<file path="config.mk">
export PLATFORM = sky130hd
export DESIGN_NAME = csi_rx_top
export DESIGN_NICKNAME = d
export VERILOG_FILES = /design/src/design/csi_rx_pkg.sv /design/src/design/csi_rx_header_decode.sv /design/src/design/csi_rx_packet_handler.sv /design/src/design/csi_rx_crc16.sv /design/src/design/csi_rx_10bit_unpack.sv /design/src/design/csi_rx_top.sv
export SDC_FILE = /design/constraint.sdc
export NUM_CORES = 1
export LEC_CHECK = 0
export BUFFER_PORTS_ARGS = -buffer_cell sky130_fd_sc_hd__buf_2
export CAP_MARGIN = 10
export CORE_MARGIN = 10
export CORE_UTILIZATION = 45
export DETAILED_ROUTE_END_ITERATION = 8
export PLACE_DENSITY = 0.72
export SYNTH_ARGS = -nofsm -noshare
export SYNTH_HDL_FRONTEND = slang
export SYNTH_SLANG_ARGS = --single-unit
export TNS_END_PERCENT = 50
</file>
<file path="constraint.sdc">
create_clock -name clock -period 10.1 [get_ports clock]
set_clock_uncertainty 0.15 [all_clocks]
set_input_delay 2.02 -clock clock [delete_from_list [all_inputs] [get_ports clock]]
set_output_delay 2.02 -clock clock [all_outputs]
set_load 0.02 [all_outputs]
</file>
<file path="src/design/csi_rx_pkg.sv">
`default_nettype none

package csi_rx_pkg;

   // one header word, read either as a long or as a short packet header
   typedef union packed {
      struct packed {
         logic [7:0]  ecc;         // not checked
         logic [15:0] word_count;  // payload length in bytes
         logic [7:0]  data_id;     // vc in 7:6, type in 5:0
      } long_view;
      struct packed {
         logic [7:0]  ecc;
         logic [15:0] short_data;  // frame or line number
         logic [7:0]  data_id;
      } short_view;
   } csi_header_t;

   // synchronisation short packet types
   localparam logic [5:0] dt_frame_start = 6'h00;
   localparam logic [5:0] dt_frame_end   = 6'h01;
   localparam logic [5:0] dt_line_start  = 6'h02;
   localparam logic [5:0] dt_line_end    = 6'h03;

   // the only long packet type that is unpacked
   localparam logic [5:0] dt_raw10 = 6'h2B;

   // types up to here carry no payload
   localparam logic [5:0] dt_short_max = 6'h0F;

   // crc-16 ccitt, processed lsb first, no final xor
   localparam logic [15:0] crc_init = 16'hFFFF;
   localparam logic [15:0] crc_poly = 16'h8408;  // reflected x^16+x^12+x^5+1

   // pixel output format
   localparam int pixel_width     = 10;
   localparam int pixels_per_word = 4;

endpackage

`default_nettype wire

</file>
<file path="src/design/csi_rx_header_decode.sv">
`timescale 1ns/1ps
`default_nettype none

module csi_rx_header_decode (
   input  wire  [31:0] header,           // first word of a packet
   output logic        is_short,         // no payload follows
   output logic [5:0]  data_type,
   output logic [1:0]  virtual_channel,
   output logic [15:0] word_count,       // long packet view of the 16-bit field
   output logic [15:0] short_data        // short packet view of the same field
);

   csi_rx_pkg::csi_header_t hdr;

   assign hdr = header;

   // the data id sits in the same place in both views
   assign data_type       = hdr.long_view.data_id[5:0];
   assign virtual_channel = hdr.long_view.data_id[7:6];

   // short packets occupy the low end of the type space
   assign is_short = (hdr.long_view.data_id[5:0] <= csi_rx_pkg::dt_short_max);

   assign word_count = hdr.long_view.word_count;    // bytes of payload
   assign short_data = hdr.short_view.short_data;   // frame or line number

endmodule

`default_nettype wire

</file>
<file path="src/design/csi_rx_packet_handler.sv">
`timescale 1ns/1ps
`default_nettype none

module csi_rx_packet_handler #(
   parameter logic [1:0] virtual_channel_sel = 2'd0
) (
   input  wire         clock,
   input  wire         reset,
   input  wire         enable,           // headers are dropped while low
   input  wire  [31:0] word_in,
   input  wire         word_valid,       // high for every word of a packet

   input  wire         is_short,         // from the header decoder
   input  wire  [5:0]  data_type,
   input  wire  [1:0]  virtual_channel,
   input  wire  [15:0] word_count,
   input  wire  [15:0] short_data,

   output logic [31:0] header,           // word under test by the decoder
   output logic [31:0] payload,
   output logic        payload_valid,
   output logic        payload_first,    // first payload word of a packet
   output logic        raw10_valid,      // payload_valid for raw10 packets only
   output logic        footer_valid,
   output logic [15:0] footer_crc,

   output logic        frame_start,
   output logic        frame_end,
   output logic        line_start,
   output logic        line_end,
   output logic [15:0] sync_number
);

   localparam logic [1:0] st_idle    = 2'd0;  // waiting for a header
   localparam logic [1:0] st_payload = 2'd1;
   localparam logic [1:0] st_footer  = 2'd2;
   localparam logic [1:0] st_skip    = 2'd3;  // ignore words until the gap

   logic [1:0]  state;
   logic [13:0] words_left;   // payload words still to come
   logic        first_word;
   logic        is_raw10;
   logic        accept;
   logic        take_payload;
   logic        take_footer;
   logic        take_short;

   // the decoder always looks at the incoming word, only idle uses the result
   assign header = word_in;

   assign accept       = enable && (virtual_channel == virtual_channel_sel);
   assign take_payload = (state == st_payload) && word_valid;
   assign take_footer  = (state == st_footer) && word_valid;
   assign take_short   = (state == st_idle) && word_valid && accept && is_short;

   always_ff @(posedge clock or posedge reset) begin
      if (reset) begin
         state         <= st_idle;
         words_left    <= '0;
         first_word    <= 1'b0;
         is_raw10      <= 1'b0;
         payload_valid <= 1'b0;
         payload_first <= 1'b0;
         raw10_valid   <= 1'b0;
         footer_valid  <= 1'b0;
         frame_start   <= 1'b0;
         frame_end     <= 1'b0;
         line_start    <= 1'b0;
         line_end      <= 1'b0;
      end else begin
         payload_valid <= 1'b0;  // all outputs are single-cycle pulses
         payload_first <= 1'b0;
         raw10_valid   <= 1'b0;
         footer_valid  <= 1'b0;
         frame_start   <= 1'b0;
         frame_end     <= 1'b0;
         line_start    <= 1'b0;
         line_end      <= 1'b0;

         case (state)
            st_idle: begin
               if (word_valid) begin
                  if (!accept) begin
                     state <= st_skip;  // other channel or disabled
                  end else if (is_short) begin
                     frame_start <= (data_type == csi_rx_pkg::dt_frame_start);
                     frame_end   <= (data_type == csi_rx_pkg::dt_frame_end);
                     line_start  <= (data_type == csi_rx_pkg::dt_line_start);
                     line_end    <= (data_type == csi_rx_pkg::dt_line_end);
                     state       <= st_skip;
                  end else begin
                     words_left <= word_count[15:2];  // bytes to words
                     first_word <= 1'b1;
                     is_raw10   <= (data_type == csi_rx_pkg::dt_raw10);
                     state      <= (word_count[15:2] == 14'd0) ? st_footer : st_payload;
                  end
               end
            end
            st_payload: begin
               if (!word_valid) begin
                  state <= st_idle;  // packet cut short
               end else begin
                  payload_valid <= 1'b1;
                  payload_first <= first_word;
                  raw10_valid   <= is_raw10;
                  first_word    <= 1'b0;
                  words_left    <= words_left - 14'd1;
                  if (words_left == 14'd1) begin
                     state <= st_footer;
                  end
               end
            end
            st_footer: begin
               if (!word_valid) begin
                  state <= st_idle;
               end else begin
                  footer_valid <= 1'b1;
                  state        <= st_skip;
               end
            end
            default: begin
               if (!word_valid) begin
                  state <= st_idle;
               end
            end
         endcase
      end
   end

   always_ff @(posedge clock) begin
      if (take_payload) begin
         payload <= word_in;
      end
      if (take_footer) begin
         footer_crc <= word_in[15:0];  // upper half of the footer is unused
      end
      if (take_short) begin
         sync_number <= short_data;
      end
   end

endmodule

`default_nettype wire

</file>
<file path="src/design/csi_rx_crc16.sv">
`timescale 1ns/1ps
`default_nettype none

module csi_rx_crc16 (
   input  wire         clock,
   input  wire         reset,
   input  wire  [31:0] payload,        // byte 0 in bits 7:0
   input  wire         payload_valid,
   input  wire         payload_first,  // restart the running crc
   input  wire         footer_valid,
   input  wire  [15:0] footer_crc,
   output logic        crc_ok,
   output logic        crc_error
);

   logic [15:0] crc_reg;
   logic [15:0] crc_seed;
   logic [15:0] crc_next;

   // one byte through the reflected crc, lsb first
   function automatic logic [15:0] crc_byte(input logic [15:0] crc_in,
                                            input logic [7:0]  data);
      logic [15:0] crc;
      integer      bit_idx;
      crc = crc_in ^ {8'h00, data};
      for (bit_idx = 0; bit_idx < 8; bit_idx = bit_idx + 1) begin
         if (crc[0]) begin
            crc = (crc >> 1) ^ csi_rx_pkg::crc_poly;
         end else begin
            crc = crc >> 1;
         end
      end
      return crc;
   endfunction

   // four bytes per cycle in stream order
   function automatic logic [15:0] crc_word(input logic [15:0] crc_in,
                                            input logic [31:0] data);
      logic [15:0] crc;
      integer      byte_idx;
      crc = crc_in;
      for (byte_idx = 0; byte_idx < 4; byte_idx = byte_idx + 1) begin
         crc = crc_byte(crc, data[byte_idx*8 +: 8]);
      end
      return crc;
   endfunction

   assign crc_seed = payload_first ? csi_rx_pkg::crc_init : crc_reg;
   assign crc_next = crc_word(crc_seed, payload);

   always_ff @(posedge clock or posedge reset) begin
      if (reset) begin
         crc_reg   <= csi_rx_pkg::crc_init;
         crc_ok    <= 1'b0;
         crc_error <= 1'b0;
      end else begin
         crc_ok    <= footer_valid && (crc_reg == footer_crc);
         crc_error <= footer_valid && (crc_reg != footer_crc);
         if (payload_valid) begin
            crc_reg <= crc_next;
         end else if (footer_valid) begin
            crc_reg <= csi_rx_pkg::crc_init;  // ready for an empty packet
         end
      end
   end

endmodule

`default_nettype wire

</file>
<file path="src/design/csi_rx_10bit_unpack.sv">
`timescale 1ns/1ps
`default_nettype none

module csi_rx_10bit_unpack (
   input  wire         clock,
   input  wire         reset,
   input  wire         enable,      // freezes the whole pipeline when low
   input  wire  [31:0] data_in,     // raw10 payload, byte 0 in bits 7:0
   input  wire         din_valid,
   output logic [39:0] data_out,    // pixel 0 in bits 9:0
   output logic        dout_valid
);

   logic [31:0] byte_buf;        // bytes left over from the last word
   logic [2:0]  byte_count;      // 0 to 4 bytes held in byte_buf
   logic [39:0] group;           // five packed bytes
   logic        group_valid;
   logic [39:0] unpacked;
   logic        unpacked_valid;

   // bytes 0..3 carry the high bits, byte 4 the low two bits of each pixel
   function automatic logic [39:0] unpack_raw10(input logic [39:0] grp);
      logic [39:0] pix;
      integer      p;
      for (p = 0; p < csi_rx_pkg::pixels_per_word; p = p + 1) begin
         pix[p*csi_rx_pkg::pixel_width +: csi_rx_pkg::pixel_width] =
            {grp[p*8 +: 8], grp[32 + 2*p +: 2]};
      end
      return pix;
   endfunction

   always_ff @(posedge clock or posedge reset) begin
      if (reset) begin
         byte_count     <= 3'd0;
         group_valid    <= 1'b0;
         unpacked_valid <= 1'b0;
         dout_valid     <= 1'b0;
      end else if (enable) begin
         if (!din_valid) begin
            byte_count  <= 3'd0;  // no bytes carry over between packets
            group_valid <= 1'b0;
         end else begin
            group_valid <= (byte_count != 3'd0);  // an empty buffer cannot complete a group
            byte_count  <= (byte_count == 3'd0) ? 3'd4 : byte_count - 3'd1;
         end
         unpacked_valid <= group_valid;
         dout_valid     <= unpacked_valid;
      end
   end

   always_ff @(posedge clock) begin
      if (enable) begin
         if (din_valid) begin
            case (byte_count)
               3'd0: begin
                  byte_buf <= data_in;  // whole word waits for one more byte
               end
               3'd4: begin
                  group    <= {data_in[7:0], byte_buf};
                  byte_buf <= {8'h00, data_in[31:8]};
               end
               3'd3: begin
                  group    <= {data_in[15:0], byte_buf[23:0]};
                  byte_buf <= {16'h0000, data_in[31:16]};
               end
               3'd2: begin
                  group    <= {data_in[23:0], byte_buf[15:0]};
                  byte_buf <= {24'h000000, data_in[31:24]};
               end
               default: begin
                  group <= {data_in, byte_buf[7:0]};  // buffer drains fully
               end
            endcase
         end
         unpacked <= unpack_raw10(group);
         data_out <= unpacked;
      end
   end

endmodule

`default_nettype wire

</file>
<file path="src/design/csi_rx_top.sv">
`timescale 1ns/1ps
`default_nettype none

module csi_rx_top #(
   parameter logic [1:0] virtual_channel_sel = 2'd0  // channel to accept
) (
   input  wire         clock,
   input  wire         reset,
   input  wire         enable,
   input  wire  [31:0] word_in,      // merged lane data, 4 bytes per cycle
   input  wire         word_valid,
   output logic [39:0] pixels,
   output logic        pixel_valid,
   output logic        frame_start,
   output logic        frame_end,
   output logic        line_start,
   output logic        line_end,
   output logic [15:0] sync_number,
   output logic        crc_ok,
   output logic        crc_error
);

   logic [31:0] header;
   logic        is_short;
   logic [5:0]  data_type;
   logic [1:0]  virtual_channel;
   logic [15:0] word_count;
   logic [15:0] short_data;
   logic [31:0] payload;
   logic        payload_valid;
   logic        payload_first;
   logic        raw10_valid;
   logic        footer_valid;
   logic [15:0] footer_crc;

   csi_rx_header_decode u_header_decode (
      .header          (header),
      .is_short        (is_short),
      .data_type       (data_type),
      .virtual_channel (virtual_channel),
      .word_count      (word_count),
      .short_data      (short_data)
   );

   csi_rx_packet_handler #(
      .virtual_channel_sel (virtual_channel_sel)
   ) u_packet_handler (
      .clock           (clock),
      .reset           (reset),
      .enable          (enable),
      .word_in         (word_in),
      .word_valid      (word_valid),
      .is_short        (is_short),
      .data_type       (data_type),
      .virtual_channel (virtual_channel),
      .word_count      (word_count),
      .short_data      (short_data),
      .header          (header),
      .payload         (payload),
      .payload_valid   (payload_valid),
      .payload_first   (payload_first),
      .raw10_valid     (raw10_valid),
      .footer_valid    (footer_valid),
      .footer_crc      (footer_crc),
      .frame_start     (frame_start),
      .frame_end       (frame_end),
      .line_start      (line_start),
      .line_end        (line_end),
      .sync_number     (sync_number)
   );

   csi_rx_crc16 u_crc16 (
      .clock         (clock),
      .reset         (reset),
      .payload       (payload),
      .payload_valid (payload_valid),  // every long packet is checked
      .payload_first (payload_first),
      .footer_valid  (footer_valid),
      .footer_crc    (footer_crc),
      .crc_ok        (crc_ok),
      .crc_error     (crc_error)
   );

   csi_rx_10bit_unpack u_10bit_unpack (
      .clock      (clock),
      .reset      (reset),
      .enable     (enable),
      .data_in    (payload),
      .din_valid  (raw10_valid),  // only raw10 payload reaches the unpacker
      .data_out   (pixels),
      .dout_valid (pixel_valid)
   );

endmodule

`default_nettype wire

</file>
==> results.md <==
- Max-Cap Viols: 0
- Pwr dens: 350.9 nW/um2
- Hold-fix buffers, CTS: 0
- Die extent in y: 184.1 um
- Initial Util: 0.4609
- Clock transition at path regs: 0.06 ns
- Clock network power share: 0.204
- Final net count: 1052
- Vias after detailed routing: 7624
- Fin crit period: 4.406 ns
- Critical path buffer and inverter count: 1
- Syn avg cell area: 12.76 um2
- CTS resizes: 0
- Tot Pwr: around 0.0048 W
- Routability-driven placement congestion ratio: 0.8846
- DR iter-0 viols: 797
- Top Registers: u_10bit_unpack.data_out: 40 flops, u_10bit_unpack.group: 40 flops, u_10bit_unpack.unpacked: 40 flops
- Worst EP arrival: 4.63 ns
- Worst-path maximum fanout: 38
- Die Area: 33880 um2
- First-pass GRT wire length: 40.85 mm
- Initial antenna violation count: 0
- Psw: approximately 0.0016 W
- FF+latch area: 7759 um2
- Fin cells: 1364
- Drt first pass iters: 5
- Ys Warns: 0
- Min-Delay Path Class: reg -> reg
- Dpl hpwl: approximately 18 mm
- Slew Limit Fails: 0
- Worst Path Required: just over 10 ns
- I/O pin cnt: 99
- Core Footprint: 26280 um2
- Part of the power in registers: 0.313
- Vias in the first global route: 7394
- Finish-stage setup viols: 0
- Port Buffers: 98
- Total GRT Usage: 0.1531
- Final hold violations: 0
- Post-synth EDFFs: 216
- Post-Route Setup TNS: 0 ns
- Worst vdd ir: 0.0005242 V
- DR WL/cell: around 19 um
- # clock sinks: 266
- Comb power frac: 0.483
- CTS max path bufs: 3
- Multi-input logic area: 4030 um2
- P&R area growth vs syn: 13.10%
- Drt drc: 0
- Top delay family on crit path: compound AO/OA/AOI/OAI gates
- GR Overflow Total: 0
- CP max-delay cell: o21a_1
- CP Cell Sequence: buf_4 > nor3b_1 > o21ai_0 > nand2_1 > o21a_1 > nand2b_1 > o22ai_1 > a21oi_1
- Post-CTS setup buffer count: 0
- Largest net degree at the start of global routing: between 50 and 60
- Dpl cells: 1316
- Most frequent cells in the layout: edfxtp_1, nand2_1, buf_2
- Clock Latency Late Sink: 0.54 ns
- Async S/R FF share, synth: 0.1880
- Fin util: 0.5212
- Worst-Margin Slew: 0.9532 ns
- Synthesized area: 12110 um2
- CP Capture Type: register
- H-tree levels: 1
- # diodes: 0
- Switching portion of total power: 0.3316
- Clock buffer count from CTS: 27
- Tcrit/Tclk final: 0.4363
- Cell count after synthesis: approximately 950
- Mapped Nets: between 900 and 1000
- Outcome: complete, no violations
- Main flop type after synthesis: edfxtp_1
- Flops & latches, synth: 266
- Hold Slack: between 0.2 and 0.3 ns
- Antenna viol nets, final: 0
- WL final: 26.19 mm
- Worst rel slew slack: 0.3645
- P_int: 0.003213 W
- Root Buffer Master: clkbuf_16
- Commonest non-fill, non-tap cell in the layout: edfxtp_1
- Synth unique cells: 48
- RSZ-0062 raised after global routing: no
- Slowest stage delay, CP: 0.78 ns
- Pleak: 5.114 nW
- DR vias/cell: 5.589
- Fill cell count: 2236
- Register area share after synthesis: 0.6405
- Die Wd: 184.1 um
- Share of layout cells above drive strength 1: 0.1778
- Max Freq: 227.0 MHz
- FP Rows: slightly below 60
- Crit path launch type: primary input
- Setup Crit Path Kind: in -> reg
- CTS tree: built
[power by group through the flow]
stage	clock network (W)	logic [W]	registers, W
floorplan	0	0.00199	0.00142
global placement	0	0.00227	0.00152
detailed placement	0	0.00230	0.00152
CTS	0.00100	0.00232	0.00150
global route	0.00104	0.00249	0.00152
finish	0.000981	0.00232	0.00150
[metrics by stage]
stage	worst slack, ns	area [um2]
floorplan	5.324	12110
CTS	5.692	13700
detailed placement	5.148	12810
global placement	5.309	12810
finish	5.694	13700
global route	5.394	13700
[final timing paths]
path	startpoint	end	slack, ns	cells past startpoint
worst min-delay path	u_10bit_unpack.unpacked[10]$_DFFE_PP_	u_10bit_unpack.data_out[10]$_DFFE_PP_	0.27	0
worst min register to register	u_10bit_unpack.unpacked[10]$_DFFE_PP_	u_10bit_unpack.data_out[10]$_DFFE_PP_	0.27	0
worst max register to register	u_packet_handler.state[1]$_DFFE_PP0P_	u_packet_handler.words_left[6]$_DFFE_PP0P_	6.78	7
worst max-delay path	enable	u_packet_handler.words_left[6]$_DFFE_PP0P_	5.69	8
max in group asynchronous	reset	u_10bit_unpack.byte_count[2]$_DFFE_PP0P_	7.79	3
min in group asynchronous	reset	u_crc16.crc_error$_DFF_PP0_	1.52	3
[cells by family after synthesis]
family                     after synthesis  share of synthesized area
buffers and inverters                   85                    0.02769
AOI/OAI and AO/OA                      161                    0.08006
muxes                                   28                    0.02335
DFF                                    266                     0.6405
and+or+nand+nor                        284                     0.1041
xor gates and xnor gates               119                     0.1181
adders and majority gates                6                   0.006198
[final cells by class]
| cell class | instances | area share |
|---|---|---|
| well taps | 335 | 0.03060 |
| inverters | 9 | 0.002466 |
| repair buffers | 108 | 0.04147 |
| clock inverters | 15 | 0.01242 |
| multi-input cells | 598 | 0.2942 |
| clock buffers | 33 | 0.05243 |
| flip-flops and latches | 266 | 0.5664 |
[metal layers]
layer  track usage  share of wire  vias to the layer above
li1              -              -                     3547
met1        0.1958           0.42                     3661
met3       0.04111          0.087                       77
met4       0.05998          0.036                        0
met2        0.2430           0.46                      339
met5             0              0                        -
[synth_stat cells, types with 2 or more instances]
library cell	number	area (um2)
or2_2	2	12.51
o21a_1	2	15.01
nor2b_1	9	56.30
o211ai_1	3	22.52
a211oi_1	18	135.1
xnor3_1	15	337.8
mux2i_1	26	260.3
and2_1	6	37.54
inv_1	9	33.78
or3_1	3	18.77
xnor2_2	4	65.06
o21ai_0	28	140.1
buf_2	2	10.01
dfrtp_1	34	850.8
xnor3_2	2	47.55
edfxtp_1	216	6486
o22ai_1	20	125.1
mux2_2	2	22.52
a21oi_1	46	230.2
buf_1	9	33.78
nand2_1	116	435.4
nand2b_1	3	18.77
xnor2_1	73	639.4
clkbuf_2	2	10.01
nand3_1	14	70.07
and3_1	13	81.33
xor3_1	7	166.4
ha_1	6	75.07
nor3b_1	6	45.04
nor4_1	6	37.54
xor2_1	17	148.9
nor3_1	20	100.1
clkbuf_1	61	229.0
a31oi_1	33	206.5
nor2_1	77	289.0
a221oi_1	8	70.07
dfstp_2	16	420.4
nand4_1	5	31.28
(Power assumes the default switching activity.)
